<file path="config.mk">
export PLATFORM = sky130hd
export DESIGN_NAME = wg_top
export DESIGN_NICKNAME = d
export VERILOG_FILES = /design/src/wg_pkg.sv /design/src/wg_write_guard.sv /design/src/wg_regs.sv /design/src/wg_top.sv
export VERILOG_INCLUDE_DIRS = /design/src
export SDC_FILE = /design/constraint.sdc
export NUM_CORES = 2
export LEC_CHECK = 0
export BUFFER_PORTS_ARGS = -buffer_cell sky130_fd_sc_hd__buf_2
export CAP_MARGIN = 20
export CORE_MARGIN = 5
export CORE_UTILIZATION = 55
export CTS_CLUSTER_SIZE = 8
export DETAILED_ROUTE_END_ITERATION = 10
export PLACE_DENSITY = 0.71
export SYNTH_ARGS = -nofsm -noshare
export SYNTH_HDL_FRONTEND = slang
export SYNTH_SLANG_ARGS = --single-unit
</file>
<file path="constraint.sdc">
create_clock -name clk_i -period 16.7 [get_ports clk_i]
set_clock_uncertainty 0.1 [all_clocks]
set_input_delay 1.67 -clock clk_i [delete_from_list [all_inputs] [get_ports clk_i]]
set_output_delay 1.67 -clock clk_i [all_outputs]
set_load 0.005 [all_outputs]
</file>
<file path="src/wg_defines.svh">
/*
  Write guard configuration macros
  Widths, table depth and register word offsets
*/
`ifndef WG_DEFINES_SVH
`define WG_DEFINES_SVH

// AXI field widths
`define WG_ID_W      4
`define WG_ADDR_W    32
`define WG_LEN_W     8

// Outstanding write table
`define WG_MAX_TXNS  8
`define WG_CNT_W     16

// Register word offsets
`define WG_REG_BUDGET   3'd0
`define WG_REG_STATUS   3'd1
`define WG_REG_INFO     3'd2
`define WG_REG_LATENCY  3'd3
`define WG_REG_COUNT    3'd4

`endif

</file>
<file path="src/wg_pkg.sv">
/*
  Write guard shared types
  Field vectors, fault cause encoding and the fault information word
*/
`include "wg_defines.svh"

package wg_pkg;

  typedef logic [`WG_ID_W-1:0]   id_t;
  typedef logic [`WG_ADDR_W-1:0] addr_t;
  typedef logic [`WG_LEN_W-1:0]  len_t;
  typedef logic [`WG_CNT_W-1:0]  cnt_t;

  // Index into the slot pool
  typedef logic [2:0] slot_idx_t;

  typedef enum logic [1:0] {
    NONE     = 2'd0,
    TIMEOUT  = 2'd1,
    UNWANTED = 2'd2
  } fault_cause_e;

  // Stray B response details
  typedef struct packed {
    id_t         id;
    logic [19:0] pad;
    len_t        len;
  } unwanted_info_t;

  // Timeout faults report the address, unwanted ones the ID and length
  typedef union packed {
    addr_t          addr;
    unwanted_info_t unwanted;
  } fault_info_u;

  typedef logic [31:0] reg_word_t;

endpackage

</file>
<file path="src/wg_write_guard.sv">
/*
  AXI write guard
  Tracks accepted AW requests per ID in linked slots, ages them, retires
  them on B completion and flags timeouts and unwanted B responses
*/
`include "wg_defines.svh"

module wg_write_guard
  import wg_pkg::*;
(
  input  logic         clk_i,
  input  logic         rst_ni,
  input  logic         mst_aw_valid_i,
  input  logic         slv_aw_ready_i,
  input  id_t          aw_id_i,
  input  addr_t        aw_addr_i,
  input  len_t         aw_len_i,
  input  logic         b_valid_i,
  input  logic         b_ready_i,
  input  id_t          b_id_i,
  input  cnt_t         budget_i,
  output logic         slv_aw_valid_o,
  output logic         mst_aw_ready_o,
  output logic         fault_valid_o,
  output fault_cause_e fault_cause_o,
  output fault_info_u  fault_info_o,
  output logic         done_valid_o,
  output cnt_t         done_latency_o,
  output logic [3:0]   outstanding_o
);

  // Wide enough for budget times (len + 1)
  typedef logic [`WG_CNT_W+`WG_LEN_W:0] limit_t;

  // Slot pool
  logic [`WG_MAX_TXNS-1:0] slot_free_q, slot_free_d;
  id_t       slot_id_q   [`WG_MAX_TXNS];
  addr_t     slot_addr_q [`WG_MAX_TXNS];
  len_t      slot_len_q  [`WG_MAX_TXNS];
  cnt_t      slot_cnt_q  [`WG_MAX_TXNS];
  slot_idx_t slot_next_q [`WG_MAX_TXNS];
  slot_idx_t slot_next_d [`WG_MAX_TXNS];

  // Head/tail table, one entry per ID
  logic [2**`WG_ID_W-1:0] ht_valid_q, ht_valid_d;
  slot_idx_t ht_head_q [2**`WG_ID_W];
  slot_idx_t ht_head_d [2**`WG_ID_W];
  slot_idx_t ht_tail_q [2**`WG_ID_W];
  slot_idx_t ht_tail_d [2**`WG_ID_W];

  len_t      last_len_q;
  logic      b_hs, retire_en, unwanted, full, can_accept, accept, to_hit;
  slot_idx_t retire_idx, free_idx, new_idx, to_idx, pred_idx;
  id_t       to_id;
  limit_t    limit [`WG_MAX_TXNS];
  logic [`WG_MAX_TXNS-1:0] expired;

  assign b_hs       = b_valid_i && b_ready_i;
  assign retire_en  = b_hs && ht_valid_q[b_id_i];
  assign unwanted   = b_hs && !ht_valid_q[b_id_i];
  assign retire_idx = ht_head_q[b_id_i];

  // AW throttling, a completing B frees a slot for reuse this cycle
  assign full           = ~|slot_free_q;
  assign can_accept     = !full || retire_en;
  assign mst_aw_ready_o = slv_aw_ready_i && can_accept;
  assign slv_aw_valid_o = mst_aw_valid_i && can_accept;
  assign accept         = mst_aw_valid_i && mst_aw_ready_o;

  always_comb begin
    free_idx = '0;
    for (int i = `WG_MAX_TXNS - 1; i >= 0; i--) begin
      if (slot_free_q[i]) begin
        free_idx = slot_idx_t'(i);
      end
    end
  end

  assign new_idx = full ? retire_idx : free_idx;

  // Expiry check, the slot being retired by B is never reported
  always_comb begin
    for (int i = 0; i < `WG_MAX_TXNS; i++) begin
      limit[i]   = limit_t'(budget_i) * limit_t'({1'b0, slot_len_q[i]} + 9'd1);
      expired[i] = !slot_free_q[i] && (budget_i != '0) &&
                   (limit_t'(slot_cnt_q[i]) >= limit[i]) &&
                   !(retire_en && (retire_idx == slot_idx_t'(i)));
    end
  end

  assign to_hit = |expired;

  always_comb begin
    to_idx = '0;
    for (int i = `WG_MAX_TXNS - 1; i >= 0; i--) begin
      if (expired[i]) begin
        to_idx = slot_idx_t'(i);
      end
    end
  end

  assign to_id = slot_id_q[to_idx];

  // Predecessor of the expired slot within its ID list
  always_comb begin
    pred_idx = '0;
    for (int j = 0; j < `WG_MAX_TXNS; j++) begin
      if (!slot_free_q[j] && (slot_id_q[j] == to_id) &&
          (slot_next_q[j] == to_idx) && (ht_tail_q[to_id] != slot_idx_t'(j))) begin
        pred_idx = slot_idx_t'(j);
      end
    end
  end

  // Retire, then unlink the timed-out slot, then append the new write
  always_comb begin
    slot_free_d = slot_free_q;
    slot_next_d = slot_next_q;
    ht_valid_d  = ht_valid_q;
    ht_head_d   = ht_head_q;
    ht_tail_d   = ht_tail_q;

    if (retire_en) begin
      slot_free_d[retire_idx] = 1'b1;
      if (retire_idx == ht_tail_q[b_id_i]) begin
        ht_valid_d[b_id_i] = 1'b0;
      end else begin
        ht_head_d[b_id_i] = slot_next_q[retire_idx];
      end
    end

    if (to_hit) begin
      slot_free_d[to_idx] = 1'b1;
      if (ht_head_d[to_id] == to_idx) begin
        if (ht_tail_d[to_id] == to_idx) begin
          ht_valid_d[to_id] = 1'b0;
        end else begin
          ht_head_d[to_id] = slot_next_q[to_idx];
        end
      end else begin
        slot_next_d[pred_idx] = slot_next_q[to_idx];
        if (ht_tail_d[to_id] == to_idx) begin
          ht_tail_d[to_id] = pred_idx;
        end
      end
    end

    if (accept) begin
      slot_free_d[new_idx] = 1'b0;
      if (ht_valid_d[aw_id_i]) begin
        slot_next_d[ht_tail_d[aw_id_i]] = new_idx;
        ht_tail_d[aw_id_i] = new_idx;
      end else begin
        ht_valid_d[aw_id_i] = 1'b1;
        ht_head_d[aw_id_i]  = new_idx;
        ht_tail_d[aw_id_i]  = new_idx;
      end
    end
  end

  // Timeout takes priority over a stray response
  always_comb begin
    fault_cause_o = NONE;
    fault_info_o  = '0;
    if (to_hit) begin
      fault_cause_o     = TIMEOUT;
      fault_info_o.addr = slot_addr_q[to_idx];
    end else if (unwanted) begin
      fault_cause_o             = UNWANTED;
      fault_info_o.unwanted.id  = b_id_i;
      fault_info_o.unwanted.len = last_len_q;
    end
  end

  assign fault_valid_o  = to_hit || unwanted;
  assign done_valid_o   = retire_en;
  assign done_latency_o = slot_cnt_q[retire_idx] + cnt_t'(1);

  always_comb begin
    outstanding_o = '0;
    for (int i = 0; i < `WG_MAX_TXNS; i++) begin
      if (!slot_free_q[i]) begin
        outstanding_o = outstanding_o + 4'd1;
      end
    end
  end

  always_ff @(posedge clk_i or negedge rst_ni) begin
    if (!rst_ni) begin
      slot_free_q <= '1;
      ht_valid_q  <= '0;
      last_len_q  <= '0;
    end else begin
      slot_free_q <= slot_free_d;
      ht_valid_q  <= ht_valid_d;
      if (accept) begin
        last_len_q <= aw_len_i;
      end
    end
  end

  // Link pointers and slot payload
  always_ff @(posedge clk_i) begin
    slot_next_q <= slot_next_d;
    ht_head_q   <= ht_head_d;
    ht_tail_q   <= ht_tail_d;
    if (accept) begin
      slot_id_q[new_idx]   <= aw_id_i;
      slot_addr_q[new_idx] <= aw_addr_i;
      slot_len_q[new_idx]  <= aw_len_i;
    end
    // Age counters saturate at all ones
    for (int i = 0; i < `WG_MAX_TXNS; i++) begin
      if (accept && (new_idx == slot_idx_t'(i))) begin
        slot_cnt_q[i] <= '0;
      end else if (!slot_free_q[i] && (slot_cnt_q[i] != '1)) begin
        slot_cnt_q[i] <= slot_cnt_q[i] + cnt_t'(1);
      end
    end
  end

endmodule

</file>
<file path="src/wg_regs.sv">
/*
  Write guard register block
  Budget, sticky fault status and info, last latency and outstanding count
*/
`include "wg_defines.svh"

module wg_regs
  import wg_pkg::*;
(
  input  logic         clk_i,
  input  logic         rst_ni,
  input  logic         reg_we_i,
  input  logic [2:0]   reg_addr_i,
  input  reg_word_t    reg_wdata_i,
  output reg_word_t    reg_rdata_o,
  input  logic         fault_valid_i,
  input  fault_cause_e fault_cause_i,
  input  fault_info_u  fault_info_i,
  input  logic         done_valid_i,
  input  cnt_t         done_latency_i,
  input  logic [3:0]   outstanding_i,
  output cnt_t         budget_o,
  output logic         fault_clear_o,
  output logic         irq_o,
  output logic         reset_req_o
);

  cnt_t         budget_q;
  cnt_t         latency_q;
  logic         pending_q;
  fault_cause_e cause_q;
  fault_info_u  info_q;
  logic         first_fault;

  // Write 1 to STATUS bit 0 clears the pending fault
  assign fault_clear_o = reg_we_i && (reg_addr_i == `WG_REG_STATUS) && reg_wdata_i[0];

  // Only the first fault after a clear is captured
  assign first_fault = fault_valid_i && (!pending_q || fault_clear_o);

  always_ff @(posedge clk_i or negedge rst_ni) begin
    if (!rst_ni) begin
      budget_q  <= '0;
      pending_q <= 1'b0;
      cause_q   <= NONE;
    end else begin
      if (reg_we_i && (reg_addr_i == `WG_REG_BUDGET)) begin
        budget_q <= reg_wdata_i[`WG_CNT_W-1:0];
      end
      if (first_fault) begin
        pending_q <= 1'b1;
        cause_q   <= fault_cause_i;
      end else if (fault_clear_o) begin
        pending_q <= 1'b0;
        cause_q   <= NONE;
      end
    end
  end

  always_ff @(posedge clk_i) begin
    if (first_fault) begin
      info_q <= fault_info_i;
    end
    if (done_valid_i) begin
      latency_q <= done_latency_i;
    end
  end

  always_comb begin
    reg_rdata_o = '0;
    case (reg_addr_i)
      `WG_REG_BUDGET:  reg_rdata_o = reg_word_t'(budget_q);
      `WG_REG_STATUS:  reg_rdata_o = reg_word_t'({cause_q, pending_q});
      `WG_REG_INFO:    reg_rdata_o = info_q;
      `WG_REG_LATENCY: reg_rdata_o = reg_word_t'(latency_q);
      `WG_REG_COUNT:   reg_rdata_o = reg_word_t'(outstanding_i);
      default:         reg_rdata_o = '0;
    endcase
  end

  assign budget_o = budget_q;

  // Interrupt and reset request follow the sticky pending flag
  assign irq_o       = pending_q;
  assign reset_req_o = pending_q;

endmodule

</file>
<file path="src/wg_top.sv">
/*
  Write guard top level
  Joins the AW/B guard with its register block
*/
module wg_top
  import wg_pkg::*;
(
  input  logic       clk_i,
  input  logic       rst_ni,
  // AW channel
  input  logic       mst_aw_valid_i,
  input  id_t        aw_id_i,
  input  addr_t      aw_addr_i,
  input  len_t       aw_len_i,
  input  logic       slv_aw_ready_i,
  output logic       slv_aw_valid_o,
  output logic       mst_aw_ready_o,
  // B channel
  input  logic       b_valid_i,
  input  logic       b_ready_i,
  input  id_t        b_id_i,
  // Register port
  input  logic       reg_we_i,
  input  logic [2:0] reg_addr_i,
  input  reg_word_t  reg_wdata_i,
  output reg_word_t  reg_rdata_o,
  output logic       irq_o,
  output logic       reset_req_o
);

  cnt_t         budget;
  logic         fault_valid;
  fault_cause_e fault_cause;
  fault_info_u  fault_info;
  logic         done_valid;
  cnt_t         done_latency;
  logic [3:0]   outstanding;

  wg_write_guard u_guard (
    .clk_i          (clk_i),
    .rst_ni         (rst_ni),
    .mst_aw_valid_i (mst_aw_valid_i),
    .slv_aw_ready_i (slv_aw_ready_i),
    .aw_id_i        (aw_id_i),
    .aw_addr_i      (aw_addr_i),
    .aw_len_i       (aw_len_i),
    .b_valid_i      (b_valid_i),
    .b_ready_i      (b_ready_i),
    .b_id_i         (b_id_i),
    .budget_i       (budget),
    .slv_aw_valid_o (slv_aw_valid_o),
    .mst_aw_ready_o (mst_aw_ready_o),
    .fault_valid_o  (fault_valid),
    .fault_cause_o  (fault_cause),
    .fault_info_o   (fault_info),
    .done_valid_o   (done_valid),
    .done_latency_o (done_latency),
    .outstanding_o  (outstanding)
  );

  wg_regs u_regs (
    .clk_i          (clk_i),
    .rst_ni         (rst_ni),
    .reg_we_i       (reg_we_i),
    .reg_addr_i     (reg_addr_i),
    .reg_wdata_i    (reg_wdata_i),
    .reg_rdata_o    (reg_rdata_o),
    .fault_valid_i  (fault_valid),
    .fault_cause_i  (fault_cause),
    .fault_info_i   (fault_info),
    .done_valid_i   (done_valid),
    .done_latency_i (done_latency),
    .outstanding_i  (outstanding),
    .budget_o       (budget),
    .fault_clear_o  (),
    .irq_o          (irq_o),
    .reset_req_o    (reset_req_o)
  );

endmodule

</file>
# [After elaboration in Yosys (flattened, before gate mapping)]
# Memories as Yosys holds them, arrays and structs flattened.
# Cells that the tools add are included.
[op_classes] n_addsub=24 n_mul=8 magnitude_cmp=32 eq_ne=50 n_mux=172 n_bitwise=24 reduce_logical=118
[op_table] cell="$mux 48" count=11
[op_table] cell="$bwmux 48" count=5
[op_table] cell="$mux 16" count=15
[op_table] cell="$ge 16x25->1" count=8
[op_table] cell="$mul 16x25->25" count=8
[op_table] cell="$pmux 32 s5" count=1
[op_table] cell="$add 16x1->16 const B" count=9
[op_table] cell="$ne 16x16->1 const B" count=8
[op_table] cell="$mux 3" count=40
[op_table] cell="$mux 24" count=4
[op_table] cell="$logic_and 1x1->1" count=90
[op_table] cell="$add 8x1->9 const B" count=8
[op_table] cell="$bmux 3 s4" count=5
[op_table] cell="$mux 1" count=54
[op_table] cell="$bwmux 24" count=2
[op_table] cell="$mux 8" count=5
[op_table] cell="$demux 3 s4" count=3
[op_table] cell="$mux 4" count=9
[op_table] cell="$and 16x16->16" count=2
[op_table] cell="$not 16->16" count=2
[op_table] cell="$eq 3x3->1" count=10
[op_table] cell="$eq 4x4->1" count=7
[op_table] cell="$eq 3x3->1 const B" count=9
[op_table] cell="$add 4x1->4 const B" count=6
[op_table] cell="33 further kinds" count=107
[totals] regBits=219 ramBits=480 in_bits=90 output_inout_bits=36 elab_cells=481 mem_count=4
[memory_table] name="u_guard.slot_addr_q" words=8 width=32 rd=1 rd_ports_with_merged_regs=0 write_ports=1 line_no="wg_write_guard.sv:38" source="addr_t slot_addr_q [`WG_MAX_TXNS];"
[memory_table] name="u_guard.slot_cnt_q" words=8 width=16 rd=9 rd_ports_with_merged_regs=0 write_ports=8 line_no="wg_write_guard.sv:40" source="cnt_t slot_cnt_q [`WG_MAX_TXNS];"
[memory_table] name="u_guard.slot_len_q" words=8 width=8 rd=8 rd_ports_with_merged_regs=0 write_ports=1 line_no="wg_write_guard.sv:39" source="len_t slot_len_q [`WG_MAX_TXNS];"
[memory_table] name="u_guard.slot_id_q" words=8 width=4 rd=8 rd_ports_with_merged_regs=0 write_ports=1 line_no="wg_write_guard.sv:37" source="id_t slot_id_q [`WG_MAX_TXNS];"

# [Depth between registers and ports, before layout]
# An unclocked memory read counts as a cell.
[logic_depth] ltp_word=45 depth_mapped=54 ltp_nobuf=46

# [Cells and area by module]
# Synthesis repeated with hierarchy kept, for this count alone.
[hier_totals] cells_unflattened=8347 hier_area_um2=78099.9
[modules_own_cells] module="wg_write_guard" n_inst=1 cells_each=8150 area_per_inst_um2=75240.9 seq_area_each_um2=17626.9
[modules_own_cells] module="wg_regs" n_inst=1 cells_each=197 area_per_inst_um2=2859.0 seq_area_each_um2=1916.8

# [Worst setup path before layout]
# Ideal clock, no wire load.
[synth_timing] path_type="register to register" start="mem u_guard.slot_len_q[2][0] (netlist bit)" end="reg u_guard.slot_next_q[14] (netlist bit)" setup_time_ps=132 arrival_ps=11747 t_required_ps=16468 setup_slack_ps=4721 stages_incl_launch_ff=47 n_path_buf=5 synth_period_minus_slack_ps=11979 cell_sequence="edfxtp_1 ha_1 nand3_1 nor2_1 xor2_1 clkbuf_1 nand2_1 fa_1 fa_1 inv_1 fa_1 fa_1 ha_1 clkbuf_1 nand4_1 and3_1 o21ai_0 a21oi_1 [... 11 more ...] mux2_2 nor3_4 buf_6 mux2i_1 nor3_1 nor4_2 nand4_1 a211o_1 a2111oi_4 and2_1 clkbuf_1 mux2_2 o2bb2ai_1 or3_1 a32o_1 or3_1 buf_2 mux2i_1"
[synth_lines] item="start, declared" line_no="wg_write_guard.sv:39"
[synth_lines] item="end signal, assigned" line_no="wg_write_guard.sv:204" source="slot_next_q <= slot_next_d;"
[synth_lines] item="end, declared" line_no="wg_write_guard.sv:41" source="slot_idx_t slot_next_q [`WG_MAX_TXNS];"

==> impl_metrics.ini <==
[yosys]
synth_edf_count = 528
synth_top_area_share = 0.2047
async_flop_share = 0.07296
synthCells = 8372
synth_seq_cells = 699
ys_seq_area_frac = 0.2523
yosys.area.top_type = edfxtp_1
synthesis.area_sq_um = 77460
synth.avg_cell_area_sq_um = 9.252
yosysWarnings = 0
synth.top_cells.by_count = 988 x nand2_1, 955 x inv_1, 792 x fa_1
synth_cell_types = 112
synth_nets = 9766
yosys-top-cells-area = edfxtp_1 20%, fa_1 20%, ha_1 8.3%
synthFlopType = edfxtp_1
synth.most_common_cell = nand2_1

[timing]
worstMarginPinSlew_ns = 1.092
slew_violations = 0
setup_viol = 0
hold_violations = 0
period_share = 0.9573
setup_tns_ns = 0
slew_headroom = 0.2650
rsz0062_at_grt = no
min_period_ns = 15.99
max_freq_mhz = 62.55

[floorplanning]
ios = 126
start_util = 0.5545
die_h_um = 385.3
core_area_sq_um = 139700
fp-row-count = 137
die_w_um = 385.3
dieArea_sq_um = 148400

[run]
max-cap-violations = 0

[cells_and_area]
fillCellCount = 11910
syn2layout_area_growth_pct = 7.632
drive_above_1_share = 0.07511
num-nets-final = 9744

[drt]
wl_per_cell_um = 22.18
wirelength_um = 228600
detail-route-antenna-nets = 0
drtIter0Drc = 6062
num_vias = 62440
dr.pass1.iters = 6
drc_errors = 0
viasPerCell = 6.060

[clock_network]
clkTransAtPathRegs_ns = 0.05
cts_tree = built
numClockSinks = 699
clk_latency_ns = 0.74
clockRootBuffer = clkbuf_16
cts.repair.resized = 0
cts_max_path_buffers = 3
cts_setup_buffers = 0
hold_buffers = 0
htreeDepth = 3
numCtsBuffers = 98

[critical_path]
required_ns = 17.13
slowest_delay_ns = 0.79
path_class = reg2reg
cp.arrival_ns = 16.41
crit_fanout = 27
crit_path_start_kind = flip-flop
cp_slowest_cell = edfxtp_1
endpoint_kind = flip-flop

[grt]
grt.total_usage = 0.3077
antenna_found_initial = 20
grt_pass1_vias = 63630
grt_pass1_wl_um = 358200
grt_max_degree = 71
grt_overflow = 0

[placement]
dpl.hpwl_um = 167400
io_buffers = 109
globalplace.congestion = 1.007

[hold_path]
worstHoldPathType = reg2reg

[status]
outcome = finished, final reports clean
kinds of logic (layout without fill, tap and decap cells):
group / Yosys count / after routing / synth area share
other: 0 / 13 / 0
DFF: 699 / 699 / 0.2523
xor gates and xnor gates: 344 / 344 / 0.03890
adders and majority gates: 1304 / 1304 / 0.2874
muxes: 434 / 434 / 0.06193
AOI/OAI and AO/OA: 1113 / 1113 / 0.09391
and+or+nand+nor: 3087 / 3087 / 0.1967
buffers and inverters: 1391 / 1433 / 0.06883
worst paths after layout:
kind / end / slack (ns) / cells past startpoint / start
hold / removal: u_guard.last_len_q[6]$_DFFE_PN0P_ / 0.38 / 2 / u_guard.last_len_q[6]$_DFFE_PN0P_
min in group asynchronous: u_guard.ht_valid_q[15]$_DFF_PN0_ / 1.06 / 2 / rst_ni
max in group asynchronous: u_regs.budget_o[10]$_DFFE_PN0P_ / 14.67 / 2 / rst_ni
hold reg to reg: u_guard.last_len_q[6]$_DFFE_PN0P_ / 0.38 / 2 / u_guard.last_len_q[6]$_DFFE_PN0P_
setup reg to reg: u_guard.slot_next_q[8]$_DFF_P_ / 0.71 / 42 / u_guard.slot_len_q[2][0]$_DFFE_PP_
setup / recovery: u_guard.slot_next_q[8]$_DFF_P_ / 0.71 / 42 / u_guard.slot_len_q[2][0]$_DFFE_PP_
cell usage in the layout (no fill, tap or decap), drive strengths merged, types with 24 or more instances in the layout:
cell type / Yosys / final
nor2: 589 / 589
xor2: 175 / 175
or2: 32 / 32
edfxtp: 528 / 528
a21oi: 322 / 322
nor3: 98 / 98
dfrtp: 43 / 43
mux2: 39 / 39
and2: 306 / 306
nand3: 233 / 233
a21o: 76 / 76
nor4: 65 / 65
o22ai: 24 / 24
ha: 512 / 512
buf: 79 / 311
dfxtp: 120 / 120
nand2: 990 / 990
o21ai: 249 / 249
mux2i: 363 / 363
a211oi: 63 / 63
nand2b: 207 / 207
xnor2: 169 / 169
o31ai: 24 / 24
or3: 31 / 31
nand4: 70 / 70
clkbuf: 354 / 155
a31oi: 33 / 33
nor2b: 300 / 300
mux4: 32 / 32
o211ai: 59 / 59
fa: 792 / 792
inv: 956 / 957
and3: 88 / 88
state kept, by name, summed over array words and instances, names as in the netlist:
signal	count
u_guard.slot_addr_q	256
u_guard.slot_cnt_q	128
u_guard.slot_len_q	64
u_guard.ht_head_q	48
u_guard.ht_tail_q	48
u_guard.slot_id_q	32
u_regs.info_q	32
u_guard.slot_next_q	24
u_guard.ht_valid_q	16
u_regs.budget_o	16
u_regs.latency_q	16
u_guard.last_len_q	8
u_guard.slot_free_q	8
u_regs.cause_q	2
u_regs.irq_o	1
critical path, delay by kind of cell (launching register included):
family          cells  cell delay, ns
compound gates     16            6.37
xor+xnor            2            0.77
fa+ha+maj           7            3.06
buf+inv             5            1.23
flops               1            0.79
mux                 1            0.20
simple gates       11            3.22
routing by layer:
layer	up-vias	GRT usage	share of wire
met1	30770	0.4021	0.40
met2	3003	0.4989	0.46
li1	28000	-	-
met4	22	0.1426	0.051
met5	-	0	0.00060
met3	648	0.05730	0.091
layout make-up:
| type | count | area, sq um | share of cell area |
|---|---|---|---|
| clock inverter | 9 | 209.0 | 0.002506 |
| antenna | 13 | 32.53 | 0.0003902 |
| sequential | 699 | 19560 | 0.2347 |
| multi-input combinational | 6282 | 52820 | 0.6336 |
| clock buffer | 155 | 2686 | 0.03222 |
| timing repair buffer | 311 | 2113 | 0.02535 |
| inverter | 958 | 3596 | 0.04313 |
| tap | 1876 | 2347 | 0.02815 |
stage by stage:
| step | utilization | instances | hold slack [ns] | instance area [sq um] | worst slack (ns) |
|---|---|---|---|---|---|
| detailed placement | 0.5756 | 10120 | 0.3627 | 80420 | 1.209 |
| global placement | 0.5756 | 10120 | 0.3580 | 80410 | 1.633 |
| global route | 0.5966 | 10290 | 0.3862 | 83340 | 0.3138 |
| CTS | 0.5964 | 10290 | 0.3769 | 83310 | 1.180 |
| finish | 0.5968 | 10300 | 0.3785 | 83370 | 0.7126 |
| floorplan | - | 8372 | 0.3453 | 77460 | 4.721 |
Power is not shown: default switching activity piles up to over one toggle a cycle in this logic, so the estimate is an artifact.
